## config.mk

```make
export PLATFORM = sky130hd
export DESIGN_NAME = wb_arbiter
export DESIGN_NICKNAME = d
export VERILOG_FILES = /design/src/addr_stream_pkg.sv /design/src/wb_arbiter.sv
export SDC_FILE = /design/constraint.sdc
export NUM_CORES = 1
export LEC_CHECK = 0
export BUFFER_PORTS_ARGS = -buffer_cell sky130_fd_sc_hd__buf_2
export CAP_MARGIN = 10
export CORE_AREA = 2 2 120 122
export CTS_CLUSTER_DIAMETER = 30
export CTS_CLUSTER_SIZE = 16
export DETAILED_ROUTE_END_ITERATION = 6
export DIE_AREA = 0 0 122 124
export HOLD_SLACK_MARGIN = 0.12
export SYNTH_ARGS = -nofsm -noshare
export SYNTH_HDL_FRONTEND = slang
export SYNTH_SLANG_ARGS = --single-unit
export TNS_END_PERCENT = 100
```

## constraint.sdc

```tcl
create_clock -name clk_i -period 3.7 [get_ports clk_i]
set_input_delay 0.37 -clock clk_i [delete_from_list [all_inputs] [get_ports clk_i]]
set_output_delay 0.37 -clock clk_i [all_outputs]
set_load 0.02 [all_outputs]
```

## src/addr_stream_pkg.sv

```systemverilog
package addr_stream_pkg;

   ////////////////////////////////////////
   // widths
   ////////////////////////////////////////
   localparam int ADDR_W   = 10;  // byte address.
   localparam int DATA_W   = 32;
   localparam int OFFSET_W = 2;   // byte offset inside a word.
   localparam int PERIOD_W = 8;
   localparam int DELAY_W  = 4;
   localparam int N_CH     = 2;   // stream channels.

   ////////////////////////////////////////
   // generator configuration
   ////////////////////////////////////////
   typedef struct packed {
      logic        [PERIOD_W-1:0] period;
      logic signed [ADDR_W-1:0]   incr;        // step inside the period.
      logic        [ADDR_W-1:0]   iterations;
      logic signed [ADDR_W-1:0]   shift;       // step between periods.
   } loop_cfg_t;

   typedef struct packed {
      logic [ADDR_W-1:0]   start;
      logic [PERIOD_W-1:0] duty;
      logic [DELAY_W-1:0]  delay;
      loop_cfg_t [2:0]     lvl;  // index 0 is the innermost loop.
   } gen_cfg_t;

   ////////////////////////////////////////
   // wishbone classic
   ////////////////////////////////////////
   typedef struct packed {
      logic              cyc;
      logic              stb;
      logic              we;
      logic [ADDR_W-1:0] adr;
      logic [DATA_W-1:0] dat;
   } wb_req_t;

   typedef struct packed {
      logic              ack;
      logic [DATA_W-1:0] dat;
   } wb_rsp_t;

endpackage

```

## src/wb_arbiter.sv

```systemverilog
module wb_arbiter #(
   parameter int N_MASTERS = 3
) (
   input  logic                      clk_i,
   input  logic                      rst_i,
   input  addr_stream_pkg::wb_req_t  m_req_i [N_MASTERS],
   output addr_stream_pkg::wb_rsp_t  m_rsp_o [N_MASTERS],
   output addr_stream_pkg::wb_req_t  s_req_o,
   input  addr_stream_pkg::wb_rsp_t  s_rsp_i
);

   localparam int GNT_W = (N_MASTERS > 1) ? $clog2(N_MASTERS) : 1;

   logic [GNT_W-1:0] gnt_q;  // current bus owner.
   logic [GNT_W-1:0] gnt_d;

   ////////////////////////////////////////
   // round-robin grant
   ////////////////////////////////////////
   // scan from the farthest master back, so the nearest requester wins.
   always_comb begin
      int cand;
      gnt_d = gnt_q;
      cand  = 0;
      if (!m_req_i[gnt_q].cyc) begin
         for (int k = N_MASTERS - 1; k > 0; k--) begin
            cand = (int'(gnt_q) + k) % N_MASTERS;
            if (m_req_i[cand].cyc) begin
               gnt_d = GNT_W'(cand);
            end
         end
      end
   end

   always_ff @(posedge clk_i or posedge rst_i) begin
      if (rst_i) begin
         gnt_q <= '0;
      end else begin
         gnt_q <= gnt_d;  // moves only while the owner is off the bus.
      end
   end

   ////////////////////////////////////////
   // request and response routing
   ////////////////////////////////////////
   assign s_req_o = m_req_i[gnt_q];

   always_comb begin
      for (int i = 0; i < N_MASTERS; i++) begin
         m_rsp_o[i] = '0;  // others see no ack.
         if (gnt_q == GNT_W'(i)) begin
            m_rsp_o[i] = s_rsp_i;
         end
      end
   end

endmodule

```

Yosys cells after proc, flatten, opt, wreduce, memory -nomap -nowiden
Index checks and enable logic that the tools add are counted.
- bits in registers: 2
- latch bits: 0
- bits in writable memories: 0
- ROM bits: 0
- bits of input ports: 170
- logic and storage cells: 31
- memories kept: 0
- add/subtract/negate cells: 2
- $mul: 0
- divide/modulo/power cells: 2
- $lt $le $gt $ge: 3
- equality and inequality tests: 2
- shift operators: 0
- mux-type cells: 14
- bitwise gates (word level): 4
- reduce and logical (&&, ||, !) cells: 3
- operators with widths (cell ; count):
    $bmux 45 s2 ; 3
    $mux 45 ; 6
    $mux 33 ; 3
    $ge 32x3->1 const B ; 2
    $mod 32x3->32 const B ; 2
    $not 32->32 ; 2
    $mux 2 ; 2
    $add 2x1->3 const B ; 1
    $add 2x2->3 const B ; 1
    $ge 3x3->1 const B ; 1
    $not 2->3 ; 1
    $eq 2x1->1 const B ; 1
    $eq 2x2->1 const B ; 1
    $logic_not 2->1 ; 1
    $reduce_and 2->1 ; 1
    $reduce_bool 2->1 ; 1
    $not 1->1 ; 1

Logic depth before layout (Yosys ltp)
- depth after elaboration: 8
- mapped depth: 9
- gate-level depth less buffers: 6

Worst setup path before layout
No wires, ideal clock.
- path kind: register -> register
- start: reg gnt_q[1]
- end: reg gnt_q[0]
- setup time: 0.128 ns
- data arrival time: 2.030 ns
- required time: 3.572 ns
- setup slack: 1.543 ns
- cell stages (with the launch flop): 10
- path buffers: 3
- period minus slack after synthesis: 2.157 ns
- path through: dfrtp_1 buf_2 buf_1 inv_2 ha_1 buf_6 a21boi_1 a221oi_2 a211oi_2 mux2_1
- word-level cells in the longest chain between the ends: 8
- ends and longest elaborated chain (item ; RTL line ; source):
    start: declaration ; wb_arbiter.sv:14 ; logic [GNT_W-1:0] gnt_q;
    start signal: assignment ; wb_arbiter.sv:39 ; gnt_q <= gnt_d;
    $add 2x2->3 / $add 2x1->3 (equally long branches) ; wb_arbiter.sv:27 ; cand = (int'(gnt_q) + k) % N_MASTERS;
    $mod 32x3->32 ; wb_arbiter.sv:27 ;
    $not 32->32 (not written as such) ; wb_arbiter.sv:28 ; if (m_req_i[cand].cyc) begin
    $bmux 45 s2 ; wb_arbiter.sv:28 ;
    $mux 45 (not written as such) (2 in a row) ; wb_arbiter.sv:28 ;
    $reduce_bool 2->1 (no line) ; n/a ;
    $reduce_and 2->1 (no line) ; n/a ;
Parallel ways exist; a longest one is shown, timed or not. The select of a mux whose other input is x is not followed.
A chain may end at the register's enable or synchronous reset.

==> results by group <==
Layout
  • Final non-filler cell area: 3630 sq um
  • Area of the multi-input gates: 1650 sq um
  • Commonest non-fill, non-tap cells in the layout: buf_2 (313), and2_1 (99), nand2_1 (45), mux2i_1 (45), o21ai_1 (44)
  • Nets@finish: 755
  • Synthesis-to-finish area growth: 96.0%
  • Ant. Diodes: 0
  • Top reg by flops: gnt_q
  • Largest registers: gnt_q: 2 flops
  • Fill cells: 1,534
  • Commonest non-fill, non-tap cell in the layout: buf_2
  • Share of layout cells above drive strength 1: 0.568
  • Number of flip-flops under the largest register name: 2
  • Register area: 52.6 sq um

Setup path
  • Kind of critical path: register to output pin
  • Critical path peak fanout: 47
  • Startpoint Class: register
  • Worst EP arrival: 2.24 ns
  • Critical Path Sink Type: output pin
  • Worst Path Required: 3.33 ns

Logic synthesis
  • Cells after Synth: 282
  • Top-area cell type share of the netlist area: 0.334
  • Yosys warning count: 0
  • Number of flops mapped to enable cells by yosys: 0
  • Synthesized-area fraction occupied by adder cells: 0.0270
  • Avg Cell Area, Syn: 6.57 sq um
  • Synth Flop Type: dfrtp_1
  • Sequential fraction of the synthesis area: 0.0270
  • Post-synth net total: 456
  • Area contributors post-synth: and2_1 (33%), mux2i_1 (24%), o21ai_1 (12%)
  • Synth area leader: and2_1
  • Area of the mapped netlist: 1850 sq um
  • Compound-cell area share of the yosys netlist: 0.158
  • Largest family of logic cells by synthesized area: simple AND/OR/NAND/NOR gates
  • Netlist cell types: 27
  • Post-synthesis simple-gate area fraction: 0.447
  • Post-synth ARST share: 1.00
  • Mux contribution to synthesized area: 0.255
  • Xor and xnor area share after synthesis: 0
  • Yosys reg bits: 2

Floorplanning
  • CORE AREA: 13,700 sq um
  • Placement Rows: 43
  • Die area: 15,100 sq um
  • Initial core utilization: 0.135
  • Io pins: 314
  • Die Ht: 124 um
  • Die X: 122 um

Clock tree
  • CTS tree: yes
  • Clock Tree Buf Depth: 2
  • Htree depth: 1
  • Num CTS Buffers: 3
  • CTS Root Cell: clkbuf_16
  • Clk_lat worst skew: 0.22 ns
  • Clock sink count: 2
  • Clk slew on worst S/H paths: 0.03 ns

Run status
  • Run status: completed

Detailed routing
  • Detail Route Antenna Nets: 0
  • Routed vias: 2,983
  • Drt via density: 3.93
  • Post-DR wirelength/cell: 12.0 um
  • 1st-iter DRT viols: 79
  • First-pass DRT Iterations: 4
  • Post-Route WL: 9140 um
  • DRC: 0

Place
  • PortBufs: 313
  • Area after DPL: 3540 sq um
  • Routability cong.: 0.813
  • Post-DP HPWL: 7690 um

Pwr
  • Worst VDD drop: 0.322 mV
  • P_leak: 0.00215 uW
  • Power Density: 768 nW/um^2

STA
  • Final hold slack: 0.557 ns
  • Final slew viol count: 0
  • RSZ-0062 raised after global routing: no
  • Layout Skew: 0.00362 ns
  • Max_slew headroom: 0.272
  • Tcrit/Tclk final: 0.704
  • # setup viols final: 0
  • Tmin final: 2.61 ns
  • Fmax: 0.384 GHz
  • Final Hold Fails: 0
  • Worst slew pin tran: 1.09 ns
  • Setup TNS Final: 0 ns

Global routing
  • All-Layer GR Usage: 0.103
  • Largest net degree at the start of global routing: 48
  • Initial antenna violation count: 1
  • Vias in the first global route: 2,572
  • First-pass GRT wire length: 12,300 um
  • Grt total ovfl: 0

Min path
  • Class of the worst hold path: input pin to async pin

Flow run
  • Max_cap viols: 0
==> worst max-delay path: stages, from the launching register on <==
cell and delay [ns]:
dfrtp_2 0.41, buf_4 0.34, nor2b_4 0.54, buf_4 0.30, nand2_1 0.07, o21ai_1 0.09, buf_2 0.19
==> kinds of logic (layout without fill, tap and decap cells) <==
| family | Yosys count | count (layout) |
|---|---|---|
| buffers and inverters | 28 | 325 |
| AO/OA/AOI/OAI | 50 | 50 |
| adder cells (fa/ha/maj) | 4 | 4 |
| AND/OR/NAND/NOR | 151 | 151 |
| multiplexers | 47 | 47 |
| flip-flops | 2 | 2 |
==> metal layers <==
metal,GRT usage,part of all wire
met1,0.111,0.39
met3,0.0192,0.099
met5,0,0.0014
met4,0.0115,0.0025
met2,0.212,0.51
==> through the flow <==
| step | setup slack, ns | utilization | instances | total power [uW] |
|---|---|---|---|---|
| after CTS | 1.06 | 0.265 | 759 | 2840 |
| final | 1.09 | 0.265 | 759 | 2790 |
| after detailed placement | 1.15 | 0.258 | 755 | 2660 |
| after global placement | 1.15 | 0.258 | 755 | 2660 |
| after global routing | 0.922 | 0.265 | 759 | 3010 |
| after floorplan | 1.54 | - | 282 | 1860 |
==> cells in the mapped netlist, types with 2 or more instances <==
| master | number |
|---|---|
| and2_1 | 99 |
| clkbuf_1 | 15 |
| buf_6 | 3 |
| dfrtp_1 | 2 |
| inv_2 | 2 |
| nor2b_1 | 2 |
| buf_2 | 2 |
| mux2_1 | 2 |
| ha_1 | 4 |
| o21ai_1 | 44 |
| mux2i_1 | 45 |
| nand2_1 | 45 |
| buf_4 | 3 |
==> path summary, 6_finish.rpt <==
check                                    to  slack, ns         start  cells after the start
max in group asynchronous          gnt_q[0]       3.01         rst_i                      3
worst min-delay path               gnt_q[1]       0.56         rst_i                      3
worst max register to register     gnt_q[0]       1.17      gnt_q[1]                      6
worst max-delay path            s_req_o[32]       1.09      gnt_q[0]                      6
min in group clk_i                 gnt_q[0]       0.65  m_req_i[134]                      5
worst min register to register     gnt_q[1]       0.78      gnt_q[1]                      1
==> area by class of cell <==
type,instances,area share
multi-input cells,252,0.455
repair buffers,319,0.445
well taps,180,0.0620
clock buffers,3,0.0207
flip-flops and latches,2,0.0145
inverters,3,0.00310
==> where the power goes <==
part	internal [uW]	leakage [uW]	switching, uW
sequential	35.6	0.0000223	33.6
combinational	933	0.00209	1620
clock	138	0.0000370	26.0
==> what timing repair did <==
action | 4_1_cts | 5_1_grt
endpoints found under the hold margin | 2 | 0
setup endpoints to repair | 0 | 0
hold buffers | 1 | 0
setup buffers | 0 | 0
gates resized for setup | 0 | 0
No activity file was read; power rests on OpenSTA's default activity.
