===== src/addr_stream_pkg.sv =====
package addr_stream_pkg;

   ////////////////////////////////////////
   // widths
   ////////////////////////////////////////
   localparam int ADDR_W   = 10;  // byte address.
   localparam int DATA_W   = 32;
   localparam int OFFSET_W = 2;   // byte offset inside a word.
   localparam int PERIOD_W = 8;
   localparam int DELAY_W  = 4;
   localparam int N_CH     = 2;   // stream channels.

   ////////////////////////////////////////
   // generator configuration
   ////////////////////////////////////////
   typedef struct packed {
      logic        [PERIOD_W-1:0] period;
      logic signed [ADDR_W-1:0]   incr;        // step inside the period.
      logic        [ADDR_W-1:0]   iterations;
      logic signed [ADDR_W-1:0]   shift;       // step between periods.
   } loop_cfg_t;

   typedef struct packed {
      logic [ADDR_W-1:0]   start;
      logic [PERIOD_W-1:0] duty;
      logic [DELAY_W-1:0]  delay;
      loop_cfg_t [2:0]     lvl;  // index 0 is the innermost loop.
   } gen_cfg_t;

   ////////////////////////////////////////
   // wishbone classic
   ////////////////////////////////////////
   typedef struct packed {
      logic              cyc;
      logic              stb;
      logic              we;
      logic [ADDR_W-1:0] adr;
      logic [DATA_W-1:0] dat;
   } wb_req_t;

   typedef struct packed {
      logic              ack;
      logic [DATA_W-1:0] dat;
   } wb_rsp_t;

endpackage


===== src/addr_gen.sv =====
module addr_gen (
   input  logic                                clk_i,
   input  logic                                rst_i,
   input  logic                                run_i,
   input  addr_stream_pkg::gen_cfg_t           cfg_i,
   output logic                                valid_o,
   input  logic                                ready_i,
   output logic [addr_stream_pkg::ADDR_W-1:0]  addr_o,
   output logic                                done_o
);

   localparam int AW = addr_stream_pkg::ADDR_W;
   localparam int PW = addr_stream_pkg::PERIOD_W;

   logic [addr_stream_pkg::DELAY_W-1:0] delay_q;  // cycles left before the first valid.

   logic [PW-1:0] per_q, per2_q, per3_q;
   logic [AW-1:0] iter_q, iter2_q, iter3_q;
   logic [AW-1:0] base2_q, base3_q;  // loop bases of the outer levels.

   logic          per_end, iter_end;
   logic          per2_end, iter2_end;
   logic          per3_end, iter3_end;
   logic [AW-1:0] base2_next, base3_next;

   // step amounts count words, addresses count bytes.
   function automatic logic [AW-1:0] step(
      input logic [AW-1:0] base,
      input logic [AW-1:0] amt
   );
      return base + (amt << addr_stream_pkg::OFFSET_W);
   endfunction

   ////////////////////////////////////////
   // loop limits
   ////////////////////////////////////////
   // a zero count is treated as already finished.
   assign per_end   = (per_q + 1'b1 == cfg_i.lvl[0].period) || (cfg_i.lvl[0].period == '0);
   assign iter_end  = (iter_q + 1'b1 == cfg_i.lvl[0].iterations)
                      || (cfg_i.lvl[0].iterations == '0);
   assign per2_end  = (per2_q + 1'b1 == cfg_i.lvl[1].period) || (cfg_i.lvl[1].period == '0);
   assign iter2_end = (iter2_q + 1'b1 == cfg_i.lvl[1].iterations)
                      || (cfg_i.lvl[1].iterations == '0);
   assign per3_end  = (per3_q + 1'b1 == cfg_i.lvl[2].period) || (cfg_i.lvl[2].period == '0);
   assign iter3_end = (iter3_q + 1'b1 == cfg_i.lvl[2].iterations)
                      || (cfg_i.lvl[2].iterations == '0);

   assign base2_next = step(base2_q, per2_end ? cfg_i.lvl[1].shift : cfg_i.lvl[1].incr);
   assign base3_next = step(base3_q, per3_end ? cfg_i.lvl[2].shift : cfg_i.lvl[2].incr);

   ////////////////////////////////////////
   // sequencer
   ////////////////////////////////////////
   always_ff @(posedge clk_i or posedge rst_i) begin
      if (rst_i) begin
         delay_q <= '0;
         addr_o  <= '0;
         base2_q <= '0;
         base3_q <= '0;
         per_q   <= '0;
         per2_q  <= '0;
         per3_q  <= '0;
         iter_q  <= '0;
         iter2_q <= '0;
         iter3_q <= '0;
         valid_o <= 1'b0;
         done_o  <= 1'b1;
      end else if (run_i) begin
         delay_q <= cfg_i.delay;
         addr_o  <= cfg_i.start;
         base2_q <= cfg_i.start;
         base3_q <= cfg_i.start;
         per_q   <= '0;
         per2_q  <= '0;
         per3_q  <= '0;
         iter_q  <= '0;
         iter2_q <= '0;
         iter3_q <= '0;
         valid_o <= (cfg_i.delay == '0);  // no delay, first address at once.
         done_o  <= 1'b0;
      end else if (delay_q != '0) begin
         delay_q <= delay_q - 1'b1;
         valid_o <= (delay_q == 1);
      end else if (valid_o && ready_i) begin
         if (!per_end) begin
            if (per_q < cfg_i.duty) begin
               addr_o <= step(addr_o, cfg_i.lvl[0].incr);  // inside the duty window.
            end
            per_q <= per_q + 1'b1;
         end else if (!iter_end) begin
            addr_o <= step(addr_o, cfg_i.lvl[0].shift);
            per_q  <= '0;
            iter_q <= iter_q + 1'b1;
         end else if (!(per2_end && iter2_end)) begin
            addr_o  <= base2_next;
            base2_q <= base2_next;
            per_q   <= '0;
            iter_q  <= '0;
            if (!per2_end) begin
               per2_q <= per2_q + 1'b1;
            end else begin
               per2_q  <= '0;
               iter2_q <= iter2_q + 1'b1;
            end
         end else if (!(per3_end && iter3_end)) begin
            // the level-2 base restarts from the new level-3 base.
            addr_o  <= base3_next;
            base2_q <= base3_next;
            base3_q <= base3_next;
            per_q   <= '0;
            iter_q  <= '0;
            per2_q  <= '0;
            iter2_q <= '0;
            if (!per3_end) begin
               per3_q <= per3_q + 1'b1;
            end else begin
               per3_q  <= '0;
               iter3_q <= iter3_q + 1'b1;
            end
         end else begin
            valid_o <= 1'b0;  // last address taken.
            done_o  <= 1'b1;
         end
      end
   end

endmodule


===== config.mk =====
export PLATFORM = sky130hd
export DESIGN_NAME = addr_gen
export DESIGN_NICKNAME = d
export VERILOG_FILES = /design/src/addr_stream_pkg.sv /design/src/addr_gen.sv
export SDC_FILE = /design/constraint.sdc
export NUM_CORES = 1
export LEC_CHECK = 0
export BUFFER_PORTS_ARGS = -buffer_cell sky130_fd_sc_hd__buf_2
export CORE_AREA = 3 3 121 123
export CTS_CLUSTER_SIZE = 24
export DETAILED_ROUTE_END_ITERATION = 8
export DIE_AREA = 0 0 124 126
export GPL_TIMING_DRIVEN = 1
export PLACE_DENSITY_LB_ADDON = 0.08
export SYNTH_ARGS = -nofsm -noshare
export SYNTH_HDL_FRONTEND = slang
export SYNTH_SLANG_ARGS = --single-unit
export TNS_END_PERCENT = 10

===== constraint.sdc =====
create_clock -name clk_i -period 6.2 [get_ports clk_i]
set_input_delay 0.31 -clock clk_i [delete_from_list [all_inputs] [get_ports clk_i]]
set_output_delay 0.31 -clock clk_i [all_outputs]
set_load 0.02 [all_outputs]

==> After elaboration in Yosys (flattened, before gate mapping) <==
Index checks and enable logic that the tools add are counted.
{ "totals": {"register_bits": 90, "input_bits": 140, "out_inout_bits": 12, "wordCells": 157} }
{ "op_classes": {"addsub": 11, "order_cmp": 1, "n_eq_ne": 12, "muxes": 81, "n_reduce_logical": 40} }
{ "ops": {"columns": ["cell", "count"], "rows": [
  ["two-way mux 10 bit", 41],
  ["two-way mux 8 bit", 24],
  ["adder 10 bit", 4],
  ["adder 10 x 1 -> 10 bit, second input constant", 3],
  ["== test 10 bit", 3],
  ["logical NOT 10 bit", 3],
  ["adder 8 x 1 -> 8 bit, second input constant", 3],
  ["== test 8 bit", 3],
  ["logical NOT 8 bit", 3],
  ["nonzero test 3 bit", 7],
  ["AND reduction 6 bit", 3],
  ["two-way mux 1 bit", 14],
  ["nonzero test 2 bit", 7],
  ["AND reduction 5 bit", 2],
  ["< comparator 8 bit", 1],
  ["two-way mux 4 bit", 2],
  ["AND reduction 4 bit", 2],
  ["AND reduction 7 bit", 1],
  ["logical OR 1 bit", 6],
  ["!= test 5 bit, second input constant", 1],
  ["== test 4 x 1 -> 1 bit, second input constant", 1],
  ["logical NOT 4 bit", 1],
  ["!= test 2 bit, second input constant", 2],
  ["!= test 4 bit, second input constant", 1],
  ["other kinds (5)", 7]
]} }

==> Depth between registers and ports, before layout <==
{ "depth": {"word_depth": 12, "depth_mapped": 20, "depth_no_buf": 18} }

==> Least setup slack after synthesis <==
Ideal clock, no wire load.
{ "synth_path": {"path_type": "flip-flop to flip-flop", "start": "register per3_q[0]", "end": "register addr_o[8] in the netlist's numbering", "setup_time_ps": 125, "arrival_ps": 4186, "required_ps": 6075, "path_slack_ps": 1889, "path_stages_with_launch": 19, "path_buffers": 1, "period_less_slack_ps": 4311, "path_cell_list": "dfrtp_1 > ha_1 > nor2b_1 > nor3_1 > o31ai_1 > o41ai_2 > clkbuf_1 > mux2_2 > ha_1 > fa_1 > a21o_1 > a21oi_1 > o21bai_1 > a21oi_1 > xnor2_1 > nand2_1 > o211ai_1 > o2bb2ai_1 > mux2_4"} }
{ "synth_between": {"elab_chain_len": 12, "word_cells_on_any_way": 15, "classes_between": "add/sub (2); eq/ne (2); mux (8); reduce/logical (3)"} }
{ "synth_rtl": {"columns": ["element", "line", "text"], "rows": [
  ["start: declaration", "addr_gen.sv:17", "logic [PW-1:0] per_q, per2_q, per3_q;"],
  ["start signal: assignment", "addr_gen.sv:115", "per3_q <= per3_q + 1'b1;"],
  ["adder 8 x 1 -> 8 bit *", "addr_gen.sv:44", "assign per3_end = (per3_q + 1'b1 == cfg_i.lvl[2].period) || (cfg_i.lvl[2].period == '0);"],
  ["== test 8 bit *", "addr_gen.sv:44", null],
  ["logical OR 1 bit *", "addr_gen.sv:44", null],
  ["two-way mux 8 bit", "addr_gen.sv:49", "assign base3_next = step(base3_q, per3_end ? cfg_i.lvl[2].shift : cfg_i.lvl[2].incr);"],
  ["adder 10 bit", "addr_gen.sv:31", "return base + (amt << addr_stream_pkg::OFFSET_W);"],
  ["two-way mux 10 bit", "addr_gen.sv:105", "end else if (!(per3_end && iter3_end)) begin"],
  ["two-way mux 10 bit", "addr_gen.sv:94", "end else if (!(per2_end && iter2_end)) begin"],
  ["two-way mux 10 bit", "addr_gen.sv:90", "end else if (!iter_end) begin"],
  ["two-way mux 10 bit", "addr_gen.sv:85", "if (!per_end) begin"],
  ["two-way mux 10 bit", "addr_gen.sv:84", "end else if (valid_o && ready_i) begin"],
  ["two-way mux 10 bit", "addr_gen.sv:81", "end else if (delay_q != '0) begin"],
  ["two-way mux 10 bit", "addr_gen.sv:68", "end else if (run_i) begin"],
  ["end signal: assignment", "addr_gen.sv:70", "addr_o <= cfg_i.start;"],
  ["end signal: assignment", "addr_gen.sv:87", "addr_o <= step(addr_o, cfg_i.lvl[0].incr);"],
  ["end signal: assignment", "addr_gen.sv:91", "addr_o <= step(addr_o, cfg_i.lvl[0].shift);"],
  ["end: declaration", "addr_gen.sv:8", "output logic [addr_stream_pkg::ADDR_W-1:0] addr_o,"]
]} }
Every way passes the cells marked *; elsewhere a longest branch is shown, timed or not. The select of a mux whose other input is x is not followed.
A chain may end at the register's enable or synchronous reset.

==> Final worst setup path <==
Same ends and word-level chain as after synthesis.

==> impl_metrics.toml <==
[routing]
drc_errors = 0
ant_nets = 0
avgViaCountPerCell = 5.77
wl_per_cell_um = 15.7
vias = 6889
drt_first_pass_iters = 5
initialDrtViolationCount = 422
routed_wl_um = 18700

[run]
drv_cap = 0

[clocking]
cts-buffers-inserted = 9
htreeDepth = 3
clk_latency_ns = 0.34
clkTransAtPathRegs_ns = 0.07
root_buffer = "clkbuf_16"
cts_sinks = 90
post_cts.repair.setup_buffers = 0
cts_hold_buffers = 0
cts_tree = "done"
cts.repair.resized = 0
cts_buffer_depth = 2

[outcome]
status = "finished, final reports clean"

[finish]
nets = 1199
drive_gt1_share_pct = 20.3
most-common-layout-cells = "buf_2, dfrtp_1, xnor2_1"
multi_input_area_um2 = 5220
regArea_um2 = 2250
layout_commonest_cell = "buf_2"
area_growth_pct = 15.5
fillers = 1266

[global_route]
grt.overflow.total = 0
grtUsageTotal_pct = 24.5
met3_usage_pct = 3.73
grt_antenna_before_repair = 4
grt_pass1_wl_um = 31200
first_global_vias = 6516
grt_max_degree = 58
grt_use_met2_pct = 38.0
grtUsageMet1_pct = 35.7
busiest_layer = "met2"

[power_and_ir_drop]
power.density_nw_per_um2 = 209
power_leakage_nw = 4.18
finalPower_mw = 1.87
ir_drop_mv = 0.177

[critical_path]
worst_setup_path_start_kind = "register"
crit_required_ns = 6.49
critPathKind = "register to register"
crit_arrival_ns = 4.91
worst_setup_path_end_kind = "register"
crit_fanout = 8

[sta]
finalCriticalPeriod_ns = 4.62
tightest_slew_ns = 0.944
final.setup.tns_ns = 0
fin_skew_ns = 0.00989
setup_violations = 0
slew_violations = 0
finalHoldViolCount = 0
rsz0062_at_grt = "false"
fmax_mhz = 216
post-route-period-util_pct = 74.5
maxSlewHeadroom_pct = 35.4

[logic_synthesis]
synthCells = 884
synth_edf_count = 0
syn_area_um2 = 7750
ys_async_sr_fraction_pct = 100
synth_top_cell_area_share_pct = 28.7
synth_largest_area_cell = "dfrtp_1"
synth_area_leaders = "dfrtp_1, xnor2_1, ha_1"
ys_seq_elements = 90
ys.flop_type = "dfrtp_1"
syn_nets = 1075
synth-warning-count = 0
ys_types = 75
yosysSeqAreaShare_pct = 29.1
syn_area_per_cell_um2 = 8.77

[place]
io_buffers = 139
gp_congestion = 0.847
dp_hpwl_um = 14200

[floorplan]
start_util_pct = 56.3
fp.dieArea_um2 = 15600
io_pins = 152
chipWidth_um = 124
die_height_um = 126
rows = 43
core_um2 = 13800

[worst_hold_path]
hold_class = "primary input to asynchronous set/reset pin"
## synth_stat cells, types with 17 or more instances
| library cell | n |
|---|---|
| ha_1 | 47 |
| o21ai_0 | 50 |
| mux2_2 | 20 |
| a21oi_1 | 53 |
| nand2_1 | 64 |
| nor3_1 | 29 |
| xor2_1 | 37 |
| dfrtp_1 | 89 |
| nor2_1 | 46 |
| nand3_1 | 37 |
| xnor2_1 | 69 |
| a21o_1 | 20 |
| nor4_1 | 17 |
| inv_1 | 39 |
| clkbuf_1 | 20 |
## cell families (layout without fill, tap and decap cells)
| logic type | after synthesis | count (layout) | synth area share [%] |
|---|---|---|---|
| AND/OR/NAND/NOR | 282 | 282 | 18.8 |
| AO/OA/AOI/OAI | 235 | 235 | 20.8 |
| XOR/XNOR | 106 | 106 | 12.0 |
| flip-flops | 90 | 90 | 29.1 |
| buffers and inverters | 73 | 202 | 3.75 |
| adder cells (fa/ha/maj) | 51 | 51 | 8.62 |
| multiplexers | 47 | 47 | 6.93 |
| other | 0 | 1 | 0 |
## worst max-delay path, stage by stage (launching register included)
cell and delay [ns]:
dfrtp_1 0.44, ha_1 0.27, nand3_1 0.21, o21ai_0 0.21
o31ai_1 0.14, o41ai_4 0.65, mux2_2 0.44, ha_1 0.22
fa_1 0.41, a21o_1 0.17, a21oi_1 0.23, o21bai_1 0.09
a21oi_1 0.20, xnor2_1 0.15, nand2_1 0.11, o211ai_1 0.32
o2bb2ai_1 0.16, mux2_4 0.16
## layer usage
| metal | wire length [µm] | part of all wire (%) |
|---|---|---|
| met1 | 9090 | 49 |
| met2 | 8340 | 45 |
| met3 | 959 | 5.1 |
| met4 | 296 | 1.6 |
| met5 | 28 | 0.15 |
## metrics by stage
stage	utilization [%]	setup WS, ns	cell area, µm²	hold slack [ns]	std cells
floorplan	-	1.89	7750	0.420	884
global placement	62.4	1.76	8600	0.471	1177
detailed placement	62.4	1.67	8600	0.474	1177
CTS	64.9	1.61	8940	0.108	1193
global route	65.0	1.15	8950	0.159	1194
finish	65.0	1.58	8950	0.0843	1194
## where the power goes
group / switching, mW / leakage (nW) / internal, mW
registers: 0.0412 / 1.17 / 0.625
logic: 0.297 / 2.84 / 0.272
clock network: 0.231 / 0.167 / 0.406
total: 0.569 / 4.18 / 1.30
## path summary, 6_finish.rpt
check,slack (ns),depth (start not counted),end,from
worst max-delay path,1.58,17,addr_o[8],per3_q[0]
worst min-delay path,0.08,2,per3_q[2],rst_i
worst max register to register,1.58,17,addr_o[8],per3_q[0]
worst min register to register,0.48,1,addr_o[0],addr_o[0]
max in group asynchronous,5.04,3,base2_q[5],rst_i
min in group clk_i,0.18,3,delay_q[1],cfg_i[115]
## final cells by class
class | instances | area share (%)
Clock buffer | 12 | 2.76
Antenna cell | 1 | 0.0280
Timing Repair Buffer | 147 | 8.45
Clock inverter | 4 | 1.10
Multi-Input combinational cell | 721 | 58.3
Sequential cell | 90 | 25.2
Tap cell | 180 | 2.52
Inverter | 39 | 1.65
## sequential cells by signal, summed over array words and instances, names as in the netlist, 4 cells and up
name,cells
addr_o,10
base2_q,10
base3_q,10
iter2_q,10
iter3_q,10
iter_q,10
per2_q,8
per3_q,8
per_q,8
delay_q,4
(Power assumes the default switching activity.)
