===== src/addr_stream_pkg.sv =====
package addr_stream_pkg;

   ////////////////////////////////////////
   // widths
   ////////////////////////////////////////
   localparam int ADDR_W   = 10;  // byte address.
   localparam int DATA_W   = 32;
   localparam int OFFSET_W = 2;   // byte offset inside a word.
   localparam int PERIOD_W = 8;
   localparam int DELAY_W  = 4;
   localparam int N_CH     = 2;   // stream channels.

   ////////////////////////////////////////
   // generator configuration
   ////////////////////////////////////////
   typedef struct packed {
      logic        [PERIOD_W-1:0] period;
      logic signed [ADDR_W-1:0]   incr;        // step inside the period.
      logic        [ADDR_W-1:0]   iterations;
      logic signed [ADDR_W-1:0]   shift;       // step between periods.
   } loop_cfg_t;

   typedef struct packed {
      logic [ADDR_W-1:0]   start;
      logic [PERIOD_W-1:0] duty;
      logic [DELAY_W-1:0]  delay;
      loop_cfg_t [2:0]     lvl;  // index 0 is the innermost loop.
   } gen_cfg_t;

   ////////////////////////////////////////
   // wishbone classic
   ////////////////////////////////////////
   typedef struct packed {
      logic              cyc;
      logic              stb;
      logic              we;
      logic [ADDR_W-1:0] adr;
      logic [DATA_W-1:0] dat;
   } wb_req_t;

   typedef struct packed {
      logic              ack;
      logic [DATA_W-1:0] dat;
   } wb_rsp_t;

endpackage


===== src/stream_reader.sv =====
module stream_reader (
   input  logic                                clk_i,
   input  logic                                rst_i,
   input  logic                                addr_valid_i,
   output logic                                addr_ready_o,
   input  logic [addr_stream_pkg::ADDR_W-1:0]  addr_i,
   output addr_stream_pkg::wb_req_t            wb_req_o,
   input  addr_stream_pkg::wb_rsp_t            wb_rsp_i,
   output logic                                data_valid_o,
   input  logic                                data_ready_i,
   output logic [addr_stream_pkg::DATA_W-1:0]  data_o
);

   localparam logic [1:0] S_IDLE = 2'd0;  // waiting for an address.
   localparam logic [1:0] S_BUS  = 2'd1;  // read on the bus.
   localparam logic [1:0] S_HOLD = 2'd2;  // word waits for the consumer.

   logic [1:0]                        state_q;
   logic [addr_stream_pkg::ADDR_W-1:0] adr_q;
   logic [addr_stream_pkg::DATA_W-1:0] data_q;

   always_ff @(posedge clk_i or posedge rst_i) begin
      if (rst_i) begin
         state_q <= S_IDLE;
      end else begin
         case (state_q)
            S_IDLE:  if (addr_valid_i) state_q <= S_BUS;
            S_BUS:   if (wb_rsp_i.ack) state_q <= S_HOLD;
            S_HOLD:  if (data_ready_i) state_q <= S_IDLE;
            default: state_q <= S_IDLE;
         endcase
      end
   end

   always_ff @(posedge clk_i) begin
      if (state_q == S_IDLE && addr_valid_i) begin
         adr_q <= addr_i;
      end
      if (state_q == S_BUS && wb_rsp_i.ack) begin
         data_q <= wb_rsp_i.dat;
      end
   end

   always_comb begin
      wb_req_o     = '0;  // read only, we and dat stay low.
      wb_req_o.cyc = (state_q == S_BUS);
      wb_req_o.stb = (state_q == S_BUS);
      wb_req_o.adr = adr_q;
   end

   assign addr_ready_o = (state_q == S_IDLE);
   assign data_valid_o = (state_q == S_HOLD);
   assign data_o       = data_q;

endmodule


===== config.mk =====
export PLATFORM = sky130hd
export DESIGN_NAME = stream_reader
export DESIGN_NICKNAME = d
export VERILOG_FILES = /design/src/addr_stream_pkg.sv /design/src/stream_reader.sv
export SDC_FILE = /design/constraint.sdc
export NUM_CORES = 1
export LEC_CHECK = 0
export ABC_CLOCK_PERIOD_IN_PS = 5300
export BUFFER_PORTS_ARGS = -buffer_cell sky130_fd_sc_hd__buf_2
export CORE_AREA = 2 2 66 68
export DETAILED_ROUTE_END_ITERATION = 7
export DIE_AREA = 0 0 68 70
export GPL_ROUTABILITY_DRIVEN = 0
export MAX_ROUTING_LAYER = met4
export PLACE_DENSITY = 0.82
export SLEW_MARGIN = 15
export SYNTH_ARGS = -nofsm -noshare
export SYNTH_HDL_FRONTEND = slang
export SYNTH_SLANG_ARGS = --single-unit

===== constraint.sdc =====
create_clock -name clk_i -period 5.3 [get_ports clk_i]
set_clock_uncertainty 0.05 [all_clocks]
set_input_delay 1.06 -clock clk_i [delete_from_list [all_inputs] [get_ports clk_i]]
set_output_delay 1.06 -clock clk_i [all_outputs]
set_load 0.005 [all_outputs]

# After elaboration in Yosys (flattened, before gate mapping)

Cells that the tools add are included.

Register bits: 44
Input port bits: 47
Output and inout port bits: 79
Logic and storage cells: 16

Eq/ne operators: 5
Mux-type cells: 4
Reduce and logical (&&, ||, !) cells: 4

Operators by type and width:

| kind                                                | count |
|---|---|
| two-way mux 2 bit                                   | 3 |
| case mux 2 bit (3 select lines)                     | 1 |
| != test 2 x 1 -> 1 bit, second input constant       | 2 |
| AND reduction 3 bit                                 | 1 |
| equality test 2 x 1 -> 1 bit, second input constant | 1 |
| equality test 2 bit, second input constant          | 1 |
| logical AND 1 bit                                   | 2 |
| logical NOT 2 bit                                   | 1 |
| != test 2 bit, second input constant                | 1 |

# Longest topological paths before layout

Gate-level depths: netlist of run 1.

Depth after elaboration: 3
Gate-level depth with buffers: 2
Gate-level depth less buffers: 2

# Worst setup path before layout of run 1

OpenSTA, ideal clock, no wires.

Path kind: input to register
Start: input port wb_rsp_i[32] in the netlist's numbering
End: register data_q, in the netlist data_o[0], enable pin
Arrival: 1853 ps
Data required time: 4858 ps
Slack: 3005 ps
Stages on the path: 1
Path buffers: 0
Cells stage by stage: and2_1

Word-level cells in the longest chain between the ends: 1

Ends and longest elaborated chain:

| element                | line                | source |
|---|---|---|
| start: declaration     | stream_reader.sv:8  | `input addr_stream_pkg::wb_rsp_t wb_rsp_i,` |
| logical AND 1 bit      | stream_reader.sv:39 | `if (state_q == S_BUS && wb_rsp_i.ack) begin` |
| end signal: assignment | stream_reader.sv:40 | `data_q <= wb_rsp_i.dat;` |
| end: declaration       | stream_reader.sv:20 | `logic [addr_stream_pkg::DATA_W-1:0] data_q;` |

Every way passes these cells.
A chain may end at the register's enable or synchronous reset.

# Worst setup path in the final report of run 1

Start: register state_q[0]
End: output port data_valid_o

Word-level cells in the longest chain between the ends: 1

Ends and longest elaborated chain:

| element                  | line                | source |
|---|---|---|
| start: declaration       | stream_reader.sv:18 | `logic [1:0] state_q;` |
| start signal: assignment | stream_reader.sv:24 | `state_q <= S_IDLE;` |
| start signal: assignment | stream_reader.sv:27 | `S_IDLE: if (addr_valid_i) state_q <= S_BUS;` |
| start signal: assignment | stream_reader.sv:28 | `S_BUS: if (wb_rsp_i.ack) state_q <= S_HOLD;` |
| equality test 2 bit      | stream_reader.sv:52 | `assign data_valid_o = (state_q == S_HOLD);` |
| end: declaration         | stream_reader.sv:9  | `output logic data_valid_o,` |

Every way passes these cells.

==> impl_metrics.ini, run 1 <==
[status]
outcome = finished clean

[critical_path]
path_cells = and2b_4, buf_2
path_max_fanout = 5
cp_num_buf_inv = 1
crit_path_start_kind = flip-flop
critPathTopFamily = flip-flops
critical_path_required_ps = 4190
cpPeakStageDelay_ps = 410
endpoint_kind = output port
arrival_ps = 1050
path_class = flip-flop to output port
slowest_stage = dfrtp_1

[routing]
wl_per_cell_um = 12.20
firstDrtPassIters = 6
drt_iter0_drc = 72
ant_nets = 0
remaining_drc_errors = 0
routed_wl_um = 2927
vias = 935
via_per_inst = 3.896

[floorplanning]
die_x_um = 68
rows = 24
die_h_um = 70
initial_core_util_pct = 39.55
dieArea_um2 = 4760
io_pins = 126
core-area_um2 = 4144

[run]
cap_violations = 0

[clocking]
cts_tree = built
cts_made_buffers = 5
ctsResizeCount = 0
clockBufferDepth = 2
post-cts-setup-buffers = 0
htree_num_levels = 2
clk_pin_slew_ps = 70
holdBufCountCts = 0
insertion_delay_ps = 280
cts_sinks = 44
root_buffer = clkbuf_8

[final_layout]
final_area_um2 = 2115
diodes = 0
drive_above_1_share_pct = 53.72
nFillCells = 378
layout.nets = 235
regArea_um2 = 1311
synthToLayoutAreaGrowth_pct = 29.01
multi_input_area_um2 = 185.2
fin_util_pct = 51.03

[global_route]
grt_pass1_wl_um = 3822
grt.total_usage_pct = 11.74
antenna_found_initial = 0
gr-total-overflow = 0
grt_pass1_vias = 836
grt_max_degree = 33

[timing]
whs_ps = 463.4
finalSetupViolCount = 0
fin_crit_sh_pct = 40.73
timing.setup.tns_ps = 0
rsz0062_at_grt = no
drv_slew = 0
fin_ws_ps = 3141
fin_crit_ps = 2159
hold_viol = 0
fmax_ghz = 0.4632

[logic_synthesis]
synthXorXnorAreaFrac_pct = 0
ys.warnings.count = 0
synthCells = 90
synthAdderAreaFrac_pct = 0
ys_seq_area_share_pct = 80.00
synth_area_um2 = 1639
yosys-mux-area-fraction_pct = 0
ys_seq_elements = 44
synth_compound_area_share_pct = 0.8397
yosys.area_share.simple_pct = 2.901
synth_top_family_by_area = buffers and inverters
syn_area_per_cell_um2 = 18.21
synth.distinct_cells = 12

[power_and_ir_drop]
p_per_area_nw_per_um2 = 396.7
vdd_drop_max_uv = 126.0
p_int_mw = 0.6313
p_sw_share_pct = 24.73
power.leakage_nw = 0.9676
p_switching_mw = 0.2074
pwr-share-comb_pct = 19.8
seqPwrFrac_pct = 58.0
clock_power_share_pct = 22.2

[placed_design]
preCtsSetupSlack_ps = 3237
dpl_cell_area_um2 = 2037
numPortBuffers = 92

[worst_hold_path]
hold_path.class = flip-flop to flip-flop
## power by group through the flow
| stage | clock, mW | sequential (mW) | combinational [mW] |
|---|---|---|---|
| final | 0.186 | 0.486 | 0.166 |
| after floorplan | 0 | 0.503 | 0.0813 |
| after global routing | 0.206 | 0.494 | 0.187 |
| after CTS | 0.196 | 0.487 | 0.170 |
| after detailed placement | 0 | 0.495 | 0.170 |
| after global placement | 0 | 0.492 | 0.164 |
## placed cells by master (no fill, tap or decap)
cell / netlist / routed
nor2b_2: 1 / 1
a22o_1: 1 / 1
clkbuf_1: 0 / 1
and2_1: 2 / 2
buf_4: 34 / 1
edfxtp_1: 42 / 42
a21oi_1: 1 / 1
inv_1: 2 / 2
dfrtp_1: 2 / 2
clkbuf_8: 0 / 5
buf_2: 0 / 92
and2b_4: 1 / 1
nand2b_1: 2 / 2
conb_1: 1 / 33
clkinv_2: 0 / 1
nor2_1: 1 / 1
## through the flow
| stage | total power [mW] | instances |
|---|---|---|
| global placement | 0.6558 | 233 |
| finish | 0.8388 | 240 |
| detailed placement | 0.6650 | 233 |
| CTS | 0.8531 | 240 |
| global route | 0.8867 | 240 |
| floorplan | 0.5848 | 122 |
## synthesized netlist by cell type
master / n / area share [%]
a22o_1: 1 / 0.53
and2b_4: 1 / 0.61
a21oi_1: 1 / 0.31
dfrtp_1: 2 / 3.1
nor2_1: 1 / 0.23
and2_1: 2 / 0.76
nor2b_2: 1 / 0.53
nand2b_1: 2 / 0.76
inv_1: 2 / 0.46
edfxtp_1: 42 / 77
conb_1: 1 / 0.23
buf_4: 34 / 16
## sequential cells by signal (all words and copies together), names as in the netlist
register and cells:
adr_q 10, data_o 32, state_q 2
## area by class of cell
cell class	count	area share, %
Sequential cell	44	62.01
Timing Repair Buffer	93	22.13
Multi-Input combinational cell	42	8.757
Clock buffer	6	3.432
Tap cell	52	3.077
Inverter	2	0.3550
Clock inverter	1	0.2367
## worst paths after layout
path | start | endpoint | slack, ps | cells after the start
min in group asynchronous | rst_i | state_q[0] | 560 | 2
max reg2reg | state_q[1] | data_o[9] | 3800 | 3
max | state_q[0] | data_valid_o | 3140 | 2
min | state_q[1] | state_q[0] | 460 | 1
max in group asynchronous | rst_i | state_q[1] | 4530 | 2
min reg2reg | state_q[1] | state_q[0] | 460 | 1
## routing by layer
metal	GRT usage (%)	share of wire, %
met3	5.958	20
met4	4.000	1.4
met5	-	0
met2	19.42	46
met1	11.69	33
## cell families (layout without fill, tap and decap cells)
| group | Yosys count | count (layout) |
|---|---|---|
| DFF | 44 | 44 |
| buffers and inverters | 36 | 102 |
| and+or+nand+nor | 7 | 7 |
| AOI/OAI and AO/OA | 2 | 2 |
| other | 1 | 33 |
Power figures use the tool's default switching activity.
==> inputs of run 2 (changes only) <==
ABC_AREA = 1   (was not set)
ABC_CLOCK_PERIOD_IN_PS = 2100   (was 5300)
CORE_AREA = 2 2 68 70   (was 2 2 66 68)
DIE_AREA = 0 0 70 72   (was 0 0 68 70)
PLACE_DENSITY = 0.77   (was 0.82)
clock period = 2.1 ns   (was 5.3 ns; I/O delays follow)
==> impl_metrics.ini, run 2 <==
[critical_path]
critical_path_required_ps = 1630
crit_path_start_kind = flip-flop
arrival_ps = 1000
path_max_fanout = 5
path_class = flip-flop to output port
endpoint_kind = output port

[logic_synthesis]
syn_area_per_cell_um2 = 17.23
yosysTopAreaCell = edfxtp_1
synth_top_area_share_pct = 77.06
synthCells = 95
yosys-top-cells-count = edfxtp_1 (42), buf_4 (34), inv_1 (7), nand2_1 (3), nand3_1 (3)
synthArstFlopShare_pct = 4.545
ys.warnings.count = 0
synth_edf_count = 42
synth.distinct_cells = 9
yosys_most_used_dff = edfxtp_1
synthTopCellsByArea = edfxtp_1 (77%), buf_4 (16%), dfrtp_1 (3.1%), inv_1 (1.6%), nand3_1 (0.92%)
synth_most_common_cell = edfxtp_1
synth_area_um2 = 1637
ys_seq_elements = 44
ys_seq_area_share_pct = 80.12

[floorplanning]
die_h_um = 72
rows = 24
io_pins = 126
core-area_um2 = 4264
initial_core_util_pct = 38.38
dieArea_um2 = 5040
die_x_um = 70

[status]
outcome = finished clean

[clocking]
clockBufferDepth = 2
clk_pin_slew_ps = 80
ctsResizeCount = 0
insertion_delay_ps = 280
post-cts-setup-buffers = 0
htree_num_levels = 2
root_buffer = clkbuf_8
cts_tree = built
cts_made_buffers = 5
holdBufCountCts = 1
cts_sinks = 44

[power_and_ir_drop]
p_total_mw = 2.099
vdd_drop_max_uv = 333.5
power.leakage_nw = 0.9991
p_per_area_nw_per_um2 = 989.0

[placed_design]
preCtsSetupSlack_ps = 665.2
dpl_cell_area_um2 = 2034
numPortBuffers = 92
dpl.cell_count = 238
dp.final_hpwl_um = 2548

[final_layout]
fin_cells = 246
synthToLayoutAreaGrowth_pct = 29.66
layout_common_cells = buf_2 (92), edfxtp_1 (42), conb_1 (33)
layout.nets = 241
layout_commonest_cell = buf_2
diodes = 0
final_area_um2 = 2122
drive_above_1_share_pct = 51.55
largest_reg_flops = 32

[routing]
routed_wl_um = 3164
drt_iter0_drc = 71
vias = 969
remaining_drc_errors = 0
wl_per_cell_um = 12.86
via_per_inst = 3.939
ant_nets = 0
firstDrtPassIters = 2

[global_route]
grt.total_usage_pct = 12.32
grt_max_degree = 33
antenna_found_initial = 0
grt_pass1_wl_um = 4374
gr-total-overflow = 0
grt_pass1_vias = 896

[run]
cap_violations = 0

[timing]
fin_ws_ps = 629.1
fin_crit_ps = 1471
fin_crit_sh_pct = 70.05
finalSetupViolCount = 0
rsz0062_at_grt = no
fmax_ghz = 0.6798
hold_viol = 0
timing.setup.tns_ps = 0
drv_slew = 0

[worst_hold_path]
hold_path.class = primary input to flip-flop
-- run 2: changes by cell type in the layout (fill, tap and decap cells not counted) --
cell and delta:
a21oi_1 -1, a22o_1 -1, and2_1 -2, and2b_4 -1, dlygate4sd3_1 +1, inv_1 +5
nand2_1 +3, nand2b_1 -2, nand3_1 +3, nor2_1 +1, nor2_2 +1, nor2b_2 -1
-- run 2: cell type report --
cell class	instances	area, um2
Tap cell	52	65.06
Sequential cell	44	1311
Inverter	7	26.28
Clock inverter	1	5.005
Fill cell	402	2142
Timing Repair Buffer	94	478.0
Multi-Input combinational cell	42	163.9
Clock buffer	6	72.57
-- run 2: power by group --
| part | internal (mW) | switching (mW) | total (mW) |
|---|---|---|---|
| sequential | 1.17 | 0.0539 | 1.23 |
| clock | 0.226 | 0.242 | 0.468 |
| combinational | 0.168 | 0.236 | 0.404 |
-- run 2: cells by family (layout without fill, tap and decap cells) --
family,Yosys count,in the layout,synth area share (%)
other cells,1,33,0.2291
simple gates,9,9,2.447
flops,44,44,80.12
buf+inv,41,108,17.20
-- run 2: layer usage --
layer  track usage (%)  up-vias  wire length, um
met5                 -        -                0
met4             7.265        0               80
met3             5.278        6              397
met2             21.06       76             1615
met1             11.57      436             1071
li1                  -      451                -
-- run 2: metrics by stage --
| step | util (%) | hold WS, ps |
|---|---|---|
| after global routing | 49.77 | 240.3 |
| after detailed placement | 47.71 | 223.7 |
| after global placement | 47.71 | 219.0 |
| after floorplan | - | 111.2 |
| after CTS | 49.77 | 248.6 |
| final | 49.77 | 253.5 |
-- run 2: final timing paths --
path,endpoint,cells after the start,slack [ps],startpoint
max in group asynchronous,state_q[0],3,1400,rst_i
hold reg to reg,state_q[1],2,530,state_q[1]
min in group asynchronous,state_q[1],3,490,rst_i
hold / removal,adr_q[1],1,250,addr_i[1]
setup / recovery,wb_req_o[43],3,630,state_q[0]
setup reg to reg,data_o[5],4,690,state_q[1]
-- run 2: worst max-delay path, cell delays in order, from the launching register on --
cell	delay (ps)
dfrtp_1	420
inv_1	70
nor2_1	100
buf_2	120
